`src/design/rvPkg.sv`:
```
package rvPkg;

    typedef logic [31:0] word_t;
    typedef logic [4:0]  regAddr_t;
    typedef logic [5:0]  memAddr_t;
    typedef logic [3:0]  aluCtrl_t;
    typedef logic [7:0]  apbAddr_t;

    // major opcodes of the supported subset
    localparam logic [6:0] OP_R      = 7'b0110011;
    localparam logic [6:0] OP_I      = 7'b0010011;
    localparam logic [6:0] OP_LOAD   = 7'b0000011;
    localparam logic [6:0] OP_STORE  = 7'b0100011;
    localparam logic [6:0] OP_BRANCH = 7'b1100011;
    localparam logic [6:0] OP_JAL    = 7'b1101111;
    localparam logic [6:0] OP_SYSTEM = 7'b1110011;

    localparam aluCtrl_t ALU_ADD = 4'd0;
    localparam aluCtrl_t ALU_SUB = 4'd1;
    localparam aluCtrl_t ALU_AND = 4'd2;
    localparam aluCtrl_t ALU_OR  = 4'd3;
    localparam aluCtrl_t ALU_XOR = 4'd4;
    localparam aluCtrl_t ALU_SLT = 4'd5;

    // writeback source
    localparam logic [1:0] RES_ALU = 2'd0;
    localparam logic [1:0] RES_MEM = 2'd1;
    localparam logic [1:0] RES_PC4 = 2'd2;

    localparam logic [1:0] FWD_REG = 2'd0;
    localparam logic [1:0] FWD_WB  = 2'd1;
    localparam logic [1:0] FWD_MEM = 2'd2;

    // APB register map, byte offsets
    localparam apbAddr_t REG_CTRL      = 8'h00;
    localparam apbAddr_t REG_STATUS    = 8'h04;
    localparam apbAddr_t REG_A0        = 8'h08;
    localparam apbAddr_t REG_RETIRED   = 8'h0C;
    localparam apbAddr_t REG_IMEM_ADDR = 8'h10;
    localparam apbAddr_t REG_IMEM_DATA = 8'h14;

    typedef struct packed {
        logic       regWrite;
        logic [1:0] resultSrc;
        logic       memWrite;
        logic       aluSrc;
        aluCtrl_t   aluCtrl;
        logic       branch;
        logic       branchNe;
        logic       jump;
        logic       halt;
    } decodeCtrl_t;

    typedef struct packed {
        decodeCtrl_t ctrl;
        word_t       pc;
        word_t       pcPlus4;
        word_t       rd1;
        word_t       rd2;
        word_t       immExt;
        regAddr_t    rs1;
        regAddr_t    rs2;
        regAddr_t    rd;
    } idEx_t;

    typedef struct packed {
        word_t aluResult;
        word_t writeData;
        word_t pcTarget;
        logic  takeBranch;
    } exResult_t;

    typedef struct packed {
        logic       regWrite;
        logic [1:0] resultSrc;
        logic       memWrite;
        logic       halt;
        word_t      aluResult;
        word_t      writeData;
        word_t      pcPlus4;
        regAddr_t   rd;
    } exMem_t;

    typedef struct packed {
        logic       regWrite;
        logic [1:0] resultSrc;
        logic       halt;
        word_t      aluResult;
        word_t      readData;
        word_t      pcPlus4;
        regAddr_t   rd;
    } memWb_t;

    typedef struct packed {
        logic [1:0] forwardA;
        logic [1:0] forwardB;
        logic       stallF;
        logic       stallD;
        logic       flushD;
        logic       flushE;
    } hazardCtl_t;

endpackage

```
`src/design/coreControl.sv`:
```
`timescale 1ns/100ps

module coreControl (
    input  logic            clk,
    input  logic            rstN,
    input  logic            PSEL,
    input  logic            PENABLE,
    input  logic            PWRITE,
    input  rvPkg::apbAddr_t PADDR,
    input  rvPkg::word_t    PWDATA,
    input  logic            halted,
    input  rvPkg::word_t    a0,
    input  rvPkg::word_t    retired,
    output rvPkg::word_t    PRDATA,
    output logic            PREADY,
    output logic            PSLVERR,
    output logic            run,
    output logic            coreClear,
    output logic            imemWe,
    output rvPkg::memAddr_t imemAddr,
    output rvPkg::word_t    imemData
);
    import rvPkg::*;

    typedef enum logic [1:0] {IDLE, RUN, DONE} runState_t;

    runState_t state;
    memAddr_t  imemPtr;
    logic      access;
    logic      mapped;
    logic      readOnly;
    logic      lockedWr;
    logic      wrOk;

    assign access   = PSEL & PENABLE;
    assign mapped   = PADDR inside {REG_CTRL, REG_STATUS, REG_A0, REG_RETIRED,
                                    REG_IMEM_ADDR, REG_IMEM_DATA};
    assign readOnly = PADDR inside {REG_STATUS, REG_A0, REG_RETIRED};
    assign lockedWr = (state == RUN) && (PADDR inside {REG_IMEM_ADDR, REG_IMEM_DATA});
    assign PSLVERR  = access & (~mapped | (PWRITE & (readOnly | lockedWr)));
    assign wrOk     = access & PWRITE & ~PSLVERR;
    assign PREADY   = 1'b1;
    assign run      = (state == RUN);

    always_comb begin
        case (PADDR)
            REG_CTRL:      PRDATA = {31'b0, run};
            REG_STATUS:    PRDATA = {30'b0, state == RUN, state == DONE};
            REG_A0:        PRDATA = a0;
            REG_RETIRED:   PRDATA = retired;
            REG_IMEM_ADDR: PRDATA = {26'b0, imemPtr};
            default:       PRDATA = '0;
        endcase
    end

    always_ff @(posedge clk) begin
        if (!rstN) begin
            state     <= IDLE;
            coreClear <= 1'b0;
            imemWe    <= 1'b0;
            imemPtr   <= '0;
        end else begin
            coreClear <= 1'b0;
            imemWe    <= 1'b0;
            // halted is stale while the clear pulse is out
            if (state == RUN && halted && !coreClear) begin
                state <= DONE;
            end
            if (wrOk) begin
                case (PADDR)
                    REG_CTRL: begin
                        if (!PWDATA[0]) begin
                            state <= IDLE;
                        end else if (state != RUN) begin
                            state     <= RUN;
                            coreClear <= 1'b1;
                        end
                    end
                    // word index, not byte address
                    REG_IMEM_ADDR: imemPtr <= PWDATA[5:0];
                    REG_IMEM_DATA: begin
                        imemWe  <= 1'b1;
                        imemPtr <= imemPtr + 6'd1;
                    end
                    default: ;
                endcase
            end
        end
    end

    // write port payload, valid with imemWe
    always_ff @(posedge clk) begin
        if (wrOk && PADDR == REG_IMEM_DATA) begin
            imemAddr <= imemPtr;
            imemData <= PWDATA;
        end
    end

endmodule

```
`config.mk`:
```
export PLATFORM = sky130hd
export DESIGN_NAME = coreControl
export DESIGN_NICKNAME = d
export VERILOG_FILES = /design/src/design/rvPkg.sv /design/src/design/coreControl.sv
export SDC_FILE = /design/constraint.sdc
export NUM_CORES = 1
export LEC_CHECK = 0
export BUFFER_PORTS_ARGS = -buffer_cell sky130_fd_sc_hd__buf_4
export CAP_MARGIN = 10
export CELL_PAD_IN_SITES_DETAIL_PLACEMENT = 0
export CELL_PAD_IN_SITES_GLOBAL_PLACEMENT = 1
export CORE_AREA = 2 2 124 78
export CTS_BUF_LIST = sky130_fd_sc_hd__clkbuf_8
export CTS_CLUSTER_DIAMETER = 120
export DETAILED_ROUTE_END_ITERATION = 7
export DIE_AREA = 0 0 126 80
export GPL_TIMING_DRIVEN = 0
export MAX_ROUTING_LAYER = met4
export PLACE_DENSITY_LB_ADDON = 0.25
export SYNTH_ARGS = -nofsm -noshare
export SYNTH_HDL_FRONTEND = slang
export SYNTH_SLANG_ARGS = --single-unit
```
`constraint.sdc`:
```
create_clock -name clk -period 4.7 [get_ports clk]
set_clock_uncertainty 0.1 [all_clocks]
set_input_delay 0.47 -clock clk [delete_from_list [all_inputs] [get_ports clk]]
set_output_delay 0.47 -clock clk [all_outputs]
set_load 0.03 [all_outputs]
```
==> flow_metrics.py, run 1 <==
metrics = {
    "hold_path": {
        "hold_path.class": "in -> reg",
        "min_from": "PWDATA[12]",
    },
    "critical_path": {
        "critPathCapture": "PRDATA[15]",
        "start_kind": "input port",
        "startpoint": "PADDR[5]",
        "cp-end-kind": "output port",
        "arrival_ps": 2820,
        "critPathMaxFanout": 10,
        "r2r-end": "imemData[13]",
        "worstPathRequired_ps": 4130,
        "critical_path_class": "in -> out",
        "r2r_cells": 5,
        "reg2reg_slack_ps": 2490,
        "r2r_start": "state[1]",
    },
    "logic_synthesis": {
        "avgSynthCellArea_um2": 12.1,
        "syn-cell-area_um2": 2170,
        "synth_fp_nets": 291,
        "synth-main-ff-cell": "edfxtp_1",
        "ys_types": 34,
        "synth_top_area_frac": 0.525,
        "yosysTopAreaCell": "edfxtp_1",
        "yosysSeqAreaShare": 0.618,
        "synth_edf_count": 38,
        "synth_area_leaders": "edfxtp_1 (53%), a22o_1 (11%), dfxtp_1 (9.2%)",
        "synth_cells": 180,
        "synth_seq_cells": 48,
        "synth_warnings": 0,
        "ys_async_sr_fraction": 0,
    },
    "global_route": {
        "track_usage": 0.147,
        "grt_max_degree": 15,
        "grt_antenna_before_repair": 0,
        "grt_pass1_wl_um": 11300,
        "grt-ovfl-total": 0,
        "grt_pass1_vias": 2141,
    },
    "routing": {
        "vias_per_cell": 4.49,
        "wl_per_cell_um": 15.5,
        "drtIter0Drc": 149,
        "dr.pass1.iters": 4,
        "drc": 0,
        "vias": 2197,
        "wirelength_um": 7570,
        "ant_nets": 0,
    },
    "power_and_ir_drop": {
        "p_seq_frac": 0.563,
        "total_power_uw": 810,
        "internal_power_uw": 638,
        "combPwrFrac": 0.118,
        "switchingPower_uw": 171,
        "pwr_density_cell_nw_per_um2": 212,
        "clock_power_share": 0.319,
        "swShare": 0.211,
        "p_leak_uw": 0.00168,
        "ir_drop_mv": 0.123,
    },
    "layout": {
        "fin_area_um2": 3810,
        "stdcell_count": 489,
        "final_cell_mix": "buf_4 (183), edfxtp_1 (38), a22o_1 (27), nand2_1 (23), dfxtp_1 (10)",
        "layout_commonest_cell": "buf_4",
        "nets": 483,
        "antenna_cells": 0,
        "drive_gt1_frac": 0.528,
        "area_delta_synth_final_pct": 75.6,
    },
    "die": {
        "die-area_um2": 10100,
        "rows": 27,
        "fp.coreArea_um2": 8920,
        "die_width_um": 126,
        "start_util": 0.244,
        "num_io_pins": 185,
        "die_h_um": 80,
    },
    "run": {
        "max-cap-violations": 0,
    },
    "place": {
        "portBuffers": 182,
        "place_area_um2": 3720,
        "dp_cells": 481,
        "hpwl_um": 6170,
        "gp_congestion": 0.757,
    },
    "sta": {
        "max_freq_mhz": 295,
        "setup_viol_count_final": 0,
        "worstMarginPinSlew_ps": 986,
        "slew_violations": 0,
        "relSlewSlack": 0.337,
        "hold-worst-slack_ps": 238,
        "finalHoldViolCount": 0,
        "rsz0062_at_grt": "no",
        "min_period_ps": 3390,
        "post-route-period-util": 0.722,
    },
    "clocking": {
        "clk_path_buf_depth": 2,
        "cts.clk_slew.worst_paths_ps": 100,
        "clk-insertion-delay-late_ps": 300,
        "cts_hold_buf": 0,
        "cts_setup_buffers": 0,
        "cts_inserted_buffers": 5,
        "clock-root-buffer": "clkbuf_8",
        "cts.sink_count": 48,
        "cts_tree": "yes",
        "htreeDepth": 2,
        "cts_resized": 0,
    },
    "run_status": {
        "outcome": "finished, final reports clean",
    },
}
how the worst min path moves through the flow:
stage / slack, ps / cells past startpoint / endpoint
detailed placement: 380 / 2 / state[0]
global placement: 380 / 2 / state[0]
global route: 220 / 1 / imemData[12]
floorplan: 350 / 0 / imemAddr[5]
CTS: 220 / 1 / imemData[27]
finish: 240 / 1 / imemData[12]
per-layer routing:
layer / track usage / share of wire / wire length, µm
met1: 0.217 / 0.49 / 3690
met2: 0.203 / 0.45 / 3420
met3: 0.0349 / 0.052 / 396
met4: 0.0308 / 0.0086 / 65
met5: - / 0 / 0
cell usage after synthesis (all sizes together) (4+ instances only):
| cell type | count |
|---|---|
| nor4 | 5 |
| o22ai | 5 |
| mux2i | 5 |
| clkbuf | 8 |
| a22oi | 7 |
| nor2 | 7 |
| o21ai | 4 |
| nand3 | 6 |
| dfxtp | 10 |
| a22o | 27 |
| nand2 | 23 |
| edfxtp | 38 |
sequential cells by signal (all words and copies together), names as in the netlist:
register and flops:
imemData 32, imemAddr 6, imemPtr 6, state 2, coreClear 1, imemWe 1
final cells by class:
cell class	instances	area [µm²]
Timing Repair Buffer	185	1400
Multi-Input combinational cell	119	782
Fill cell	875	5100
Buffer	11	46.3
Sequential cell	48	1340
Clock buffer	6	82.6
Inverter	2	7.51
Tap cell	116	145
Clock inverter	2	10.0
through the flow:
step	util	setup TNS (ps)	worst slack (ps)
floorplan	-	0	252
global placement	0.413	-51100	-1350
detailed placement	0.417	0	1330
CTS	0.428	0	1350
global route	0.428	0	1110
finish	0.428	0	1310
power by group through the flow:
stage	Combinational [µW]	Clock (µW)	Sequential, µW
floorplan	17.6	0	466
global placement	93.9	0	466
detailed placement	96.2	0	466
CTS	96.2	270	456
global route	104	289	456
finish	95.5	258	456
kinds of logic (layout without fill, tap and decap cells):
family	after synthesis	after routing	share of synthesized area
simple gates	60	60	0.143
compound gates	52	52	0.184
flops	48	48	0.618
buf+inv	13	206	0.0248
mux	5	5	0.0230
fa+ha+maj	1	1	0.00576
other cells	1	1	0.00173
worst max-delay path: stages:
cell	delay, ps
buf_4	110
or4_1	590
nor4_1	770
clkbuf_1	450
a22o_1	250
buf_4	170
No activity file was read; power rests on OpenSTA's default activity.
==> run 2: changes to the inputs <==
--- a/config.mk
+++ b/config.mk
@@ -9,11 +9,11 @@
 export CAP_MARGIN = 10
 export CELL_PAD_IN_SITES_DETAIL_PLACEMENT = 0
 export CELL_PAD_IN_SITES_GLOBAL_PLACEMENT = 1
-export CORE_AREA = 2 2 124 78
+export CORE_AREA = 2 2 117 74
 export CTS_BUF_LIST = sky130_fd_sc_hd__clkbuf_8
 export CTS_CLUSTER_DIAMETER = 120
 export DETAILED_ROUTE_END_ITERATION = 7
-export DIE_AREA = 0 0 126 80
+export DIE_AREA = 0 0 119 76
 export GPL_TIMING_DRIVEN = 0
 export MAX_ROUTING_LAYER = met4
 export PLACE_DENSITY_LB_ADDON = 0.25
==> constraint.sdc (replaced) <==
create_clock -name clk -period 3.2 [get_ports clk]
set_clock_uncertainty 0.1 [all_clocks]
set_input_delay 0.32 -clock clk [delete_from_list [all_inputs] [get_ports clk]]
set_output_delay 0.32 -clock clk [all_outputs]
set_load 0.03 [all_outputs]
==> run 2 against run 1 <==
Non-clock buffer count fell by 2. Critical endpoint is now PRDATA[20]. Via count rose by 2.0%. Worst hold slack got worse by 150 ps. Cell count fell by 1.2%. Combinational power rose by 48%. Core utilization rose by 4.4 points. Clock power rose by 46%. Routed wire length fell by 6.8%. Die area fell by 10%. Flip-flop and latch count did not move. Clock-buffer cell count did not move. Final area barely moved.
==> flow_metrics.py, run 2 (synthesis gave the netlist of run 1 again) <==
metrics = {
    "layout": {
        "fillers": 781,
        "multi_input_area_um2": 795,
        "largest_reg_flops": 32,
        "biggestRegsByFlops": "imemData (32), imemAddr (6), imemPtr (6)",
        "seq_area_um2": 1340,
        "final_cell_mix": "buf_4 (183), edfxtp_1 (38), a22o_1 (27), nand2_1 (23), dfxtp_1 (10)",
        "nets": 481,
        "drive_gt1_frac": 0.526,
        "antenna_cells": 0,
        "largest-register": "imemData",
        "layout_commonest_cell": "buf_4",
        "area_delta_synth_final_pct": 75.7,
    },
    "critical_path": {
        "cp_top_family": "simple AND/OR/NAND/NOR gates",
        "crit_path_top_delay_cell": "or4_1",
        "path_cells": "buf_4 > or4_1 > nor4_1 > clkbuf_1 > a22o_1 > buf_4",
        "worstPathRequired_ps": 2780,
        "path_buf_inv": 3,
        "start_kind": "input port",
        "max_stage_delay_ps": 590,
        "critical_path_class": "in -> out",
        "cp_common_cell": "buf_4",
        "arrival_ps": 2400,
        "critPathMaxFanout": 10,
        "cp-end-kind": "output port",
    },
    "die": {
        "rows": 26,
        "die_h_um": 76,
        "fp.coreArea_um2": 8100,
        "die_width_um": 119,
        "num_io_pins": 185,
        "start_util": 0.268,
        "die-area_um2": 9040,
    },
    "place": {
        "gp_congestion": 0.737,
        "hpwl_um": 5690,
        "place_ws_ps": 177,
        "portBuffers": 182,
    },
    "sta": {
        "slew_violations": 0,
        "setup_viol_count_final": 0,
        "rsz0062_at_grt": "no",
        "setup_slack_ps": 381,
        "max_freq_mhz": 355,
        "min_period_ps": 2820,
        "hold-worst-slack_ps": 83.2,
        "relSlewSlack": 0.375,
        "finalHoldViolCount": 0,
        "post-route-period-util": 0.881,
        "worstMarginPinSlew_ps": 935,
    },
    "global_route": {
        "track_usage": 0.157,
        "grt_pass1_wl_um": 11000,
        "grt_antenna_before_repair": 0,
        "grt-ovfl-total": 0,
        "grt_max_degree": 22,
        "grt_pass1_vias": 2135,
    },
    "clocking": {
        "cts_setup_buffers": 0,
        "cts_hold_buf": 0,
        "clk-insertion-delay-late_ps": 300,
        "cts.sink_count": 48,
        "cts_inserted_buffers": 5,
        "cts_tree": "yes",
        "clock-root-buffer": "clkbuf_8",
        "cts.clk_slew.worst_paths_ps": 90,
        "htreeDepth": 2,
        "clk_path_buf_depth": 2,
    },
    "routing": {
        "routed.top_layer": "met4",
        "wl_per_cell_um": 14.6,
        "dr.pass1.iters": 4,
        "met2WireLength_um": 3170,
        "drc": 0,
        "drtIter0Drc": 141,
        "vias": 2242,
        "vias_per_cell": 4.64,
        "dr_wl_met3_um": 427,
        "ant_nets": 0,
        "wirelength_um": 7050,
        "met1_length_um": 3400,
    },
    "run": {
        "max-cap-violations": 0,
    },
    "power_and_ir_drop": {
        "ir_drop_mv": 0.210,
        "p_leak_uw": 0.00167,
        "pwr_density_cell_nw_per_um2": 311,
    },
    "run_status": {
        "outcome": "finished, final reports clean",
    },
    "hold_path": {
        "hold_path.class": "in -> reg",
    },
}
-- run 2: routing by layer --
metal / vias to the layer above / track usage
met1: 1065 / 0.221
met3: 8 / 0.0412
met5: - / -
met4: 0 / 0.0286
met2: 78 / 0.228
li1: 1091 / -
-- run 2: power breakdown --
group          leakage (µW)  switching (µW)  internal [µW]
Combinational       0.00119            45.7           94.9
Sequential         0.000438           0.155            670
Clock             0.0000486             204            173
-- run 2: cell type report --
class,count,share of cell area
multi-input cells,119,0.208
repair buffers,183,0.365
plain buffers,11,0.0121
inverters,2,0.00197
clock inverters,2,0.00295
flip-flops and latches,48,0.351
clock buffers,6,0.0216
well taps,112,0.0367
-- run 2: what timing repair did --
action | CTS | global route
hold endpoints to repair | 0 | 0
resized for setup | 0 | 1
endpoints found under the setup margin | 0 | 2
-- run 2: path summary, 6_finish.rpt --
check             from           to  slack [ps]  depth (start not counted)
max           PADDR[5]   PRDATA[20]         380                          6
min          PWDATA[7]  imemData[7]          80                          1
max reg2reg   state[1]  imemAddr[5]        1050                          4
min reg2reg   state[0]     state[0]         400                          2
-- run 2: through the flow --
stage	total power [µW]	TNS (ps)	cell area (µm²)	utilization	instances
after CTS	1210	0	3810	0.470	483
after global placement	822	-35220	3680	0.455	474
after global routing	1240	0	3820	0.471	483
after floorplan	711	0	2180	-	180
final	1190	0	3820	0.471	483
after detailed placement	825	0	3720	0.459	475
==> run 3: changes to the inputs <==
--- a/config.mk
+++ b/config.mk
@@ -5,15 +5,15 @@
 export SDC_FILE = /design/constraint.sdc
 export NUM_CORES = 1
 export LEC_CHECK = 0
-export BUFFER_PORTS_ARGS = -buffer_cell sky130_fd_sc_hd__buf_4
 export CAP_MARGIN = 10
 export CELL_PAD_IN_SITES_DETAIL_PLACEMENT = 0
 export CELL_PAD_IN_SITES_GLOBAL_PLACEMENT = 1
-export CORE_AREA = 2 2 117 74
+export CORE_AREA = 2 2 113 71
 export CTS_BUF_LIST = sky130_fd_sc_hd__clkbuf_8
 export CTS_CLUSTER_DIAMETER = 120
 export DETAILED_ROUTE_END_ITERATION = 7
-export DIE_AREA = 0 0 119 76
+export DIE_AREA = 0 0 115 73
+export DONT_BUFFER_PORTS = 1
 export GPL_TIMING_DRIVEN = 0
 export MAX_ROUTING_LAYER = met4
 export PLACE_DENSITY_LB_ADDON = 0.25
==> run 3 against run 2 <==
Via count shrank 25%. Global-route usage shrank 2.1 points. Critical path depth decreased by 2. Combinational power down 56%. Die area is 7.2% lower. Register-to-register slack worse by 100 ps. Sequential share of layout area up 14 points. Cell count is 35% lower.
==> flow_metrics.py, run 3 (synthesis gave the netlist of run 1 again) <==
metrics = {
    "power_and_ir_drop": {
        "switchingPower_uw": 228,
        "p_seq_frac": 0.617,
        "p_leak_uw": 0.000913,
        "internal_power_uw": 859,
        "pwr_density_cell_nw_per_um2": 395,
        "combPwrFrac": 0.058,
        "ir_drop_mv": 0.172,
        "clock_power_share": 0.325,
        "swShare": 0.210,
        "total_power_uw": 1090,
    },
    "layout": {
        "largest_reg_flops": 32,
        "antenna_cells": 0,
        "fillers": 773,
        "drive_gt1_frac": 0.0631,
        "biggestRegsByFlops": "imemData (32), imemAddr (6), imemPtr (6)",
        "area_delta_synth_final_pct": 26.7,
        "final_cell_mix": "edfxtp_1 (38), dlygate4sd3_1 (32), a22o_1 (27), nand2_1 (23), dfxtp_1 (10)",
        "layout_commonest_cell": "edfxtp_1",
        "nets": 332,
        "utilization": 0.367,
        "largest-register": "imemData",
    },
    "global_route": {
        "grt_pass1_vias": 1412,
        "use_met3": 0.0449,
        "grt_max_degree": 23,
        "grt_pass1_wl_um": 8320,
        "met1_usage": 0.209,
        "grt-busiest-layer": "met1",
        "use_met2": 0.170,
        "track_usage": 0.135,
        "grt-ovfl-total": 0,
        "grt_antenna_before_repair": 0,
    },
    "sta": {
        "hold-worst-slack_ps": 80.4,
        "post-route-period-util": 0.908,
        "setup_viol_count_final": 0,
        "max_freq_mhz": 344,
        "setup_slack_ps": 293,
        "slew_violations": 0,
        "relSlewSlack": 0.321,
        "rsz0062_at_grt": "no",
        "setup_tns_ps": 0,
        "worstMarginPinSlew_ps": 1010,
        "finalHoldViolCount": 0,
        "min_period_ps": 2910,
    },
    "critical_path": {
        "max_stage_delay_ps": 710,
        "critPathMaxFanout": 10,
        "crit_cells": 4,
        "cp-end-kind": "output port",
        "crit_path_top_delay_cell": "nor4_1",
        "path_cells": "or4_1 > nor4_1 > clkbuf_1 > a22o_1",
        "critical_path_class": "in -> out",
        "r2r_cells": 5,
        "start_kind": "input port",
        "worstPathRequired_ps": 2780,
        "arrival_ps": 2490,
        "reg2reg_slack_ps": 950,
        "path_buf_inv": 1,
        "cp_top_family": "simple AND/OR/NAND/NOR gates",
    },
    "clocking": {
        "clk-insertion-delay-late_ps": 290,
        "cts_tree": "yes",
        "cts_inserted_buffers": 5,
        "clk_path_buf_depth": 2,
        "htreeDepth": 2,
        "clock-root-buffer": "clkbuf_8",
        "cts_hold_buf": 8,
        "cts_setup_buffers": 0,
        "cts_resized": 0,
        "cts.sink_count": 48,
        "cts.clk_slew.worst_paths_ps": 90,
    },
    "place": {
        "hpwl_um": 4670,
        "portBuffers": 0,
        "place_ws_ps": 303,
        "gp_congestion": 0.772,
    },
    "routing": {
        "wirelength_um": 6180,
        "vias": 1676,
        "drtIter0Drc": 80,
        "dr.pass1.iters": 4,
        "drc": 0,
        "wl_per_cell_um": 19.6,
        "vias_per_cell": 5.30,
        "ant_nets": 0,
    },
    "die": {
        "num_io_pins": 185,
        "die_width_um": 115,
        "start_util": 0.289,
        "fp.coreArea_um2": 7510,
        "die-area_um2": 8400,
        "die_h_um": 73,
        "rows": 25,
    },
    "run_status": {
        "outcome": "finished, final reports clean",
    },
    "hold_path": {
        "hold_path.class": "in -> reg",
        "hold_depth": 2,
    },
    "run": {
        "max-cap-violations": 0,
    },
}
run 3: cell count changes in the layout (fill, tap and decap cells not counted), sizes merged:
cell / previous run / this run
clkinv: 0 / 3
buf: 186 / 5
inv: 3 / 2
clkbuf: 14 / 13
clkinvlp: 1 / 0
dlygate4sd3: 0 / 32
run 3: per-stage QoR:
stage | instance area (µm²) | std cells
after global routing | 2750 | 316
after detailed placement | 2340 | 276
after CTS | 2510 | 292
final | 2750 | 316
after floorplan | 2180 | 180
after global placement | 2290 | 274
run 3: area by class of cell:
class | count | area [µm²] | share of cell area
plain buffers | 11 | 46.3 | 0.0168
multi-input cells | 119 | 788 | 0.286
well taps | 94 | 118 | 0.0427
repair buffers | 34 | 363 | 0.132
flip-flops and latches | 48 | 1340 | 0.487
clock buffers | 5 | 68.8 | 0.0250
inverters | 2 | 7.51 | 0.00273
clock inverters | 3 | 18.8 | 0.00682
run 3: path summary, 6_finish.rpt:
| check | end | startpoint |
|---|---|---|
| worst max-delay path | PRDATA[15] | PADDR[5] |
| worst min-delay path | imemPtr[1] | PWDATA[1] |
| worst max register to register | imemPtr[3] | state[1] |
| worst min register to register | state[1] | state[1] |
run 3: routing by layer:
layer	part of all wire	vias to the layer above
met5	0	-
met4	0.0018	0
met3	0.057	2
met2	0.43	63
met1	0.51	815
li1	-	796
run 3: worst register-to-register path, stage by stage (launching register included):
cell,delay (ps)
dfxtp_1,350
nand2b_1,170
inv_1,260
nor4_1,820
nand2_1,280
o22ai_1,220
run 3: power groups by stage:
stage	sequential, µW	combinational (µW)	clock, µW
2_1_floorplan	685	25.9	0
3_3_place_gp	685	30.5	0
4_1_cts	671	38.6	368
6_report	670	62.5	354
5_1_grt	671	68.5	397
3_5_place_dp	685	30.9	0
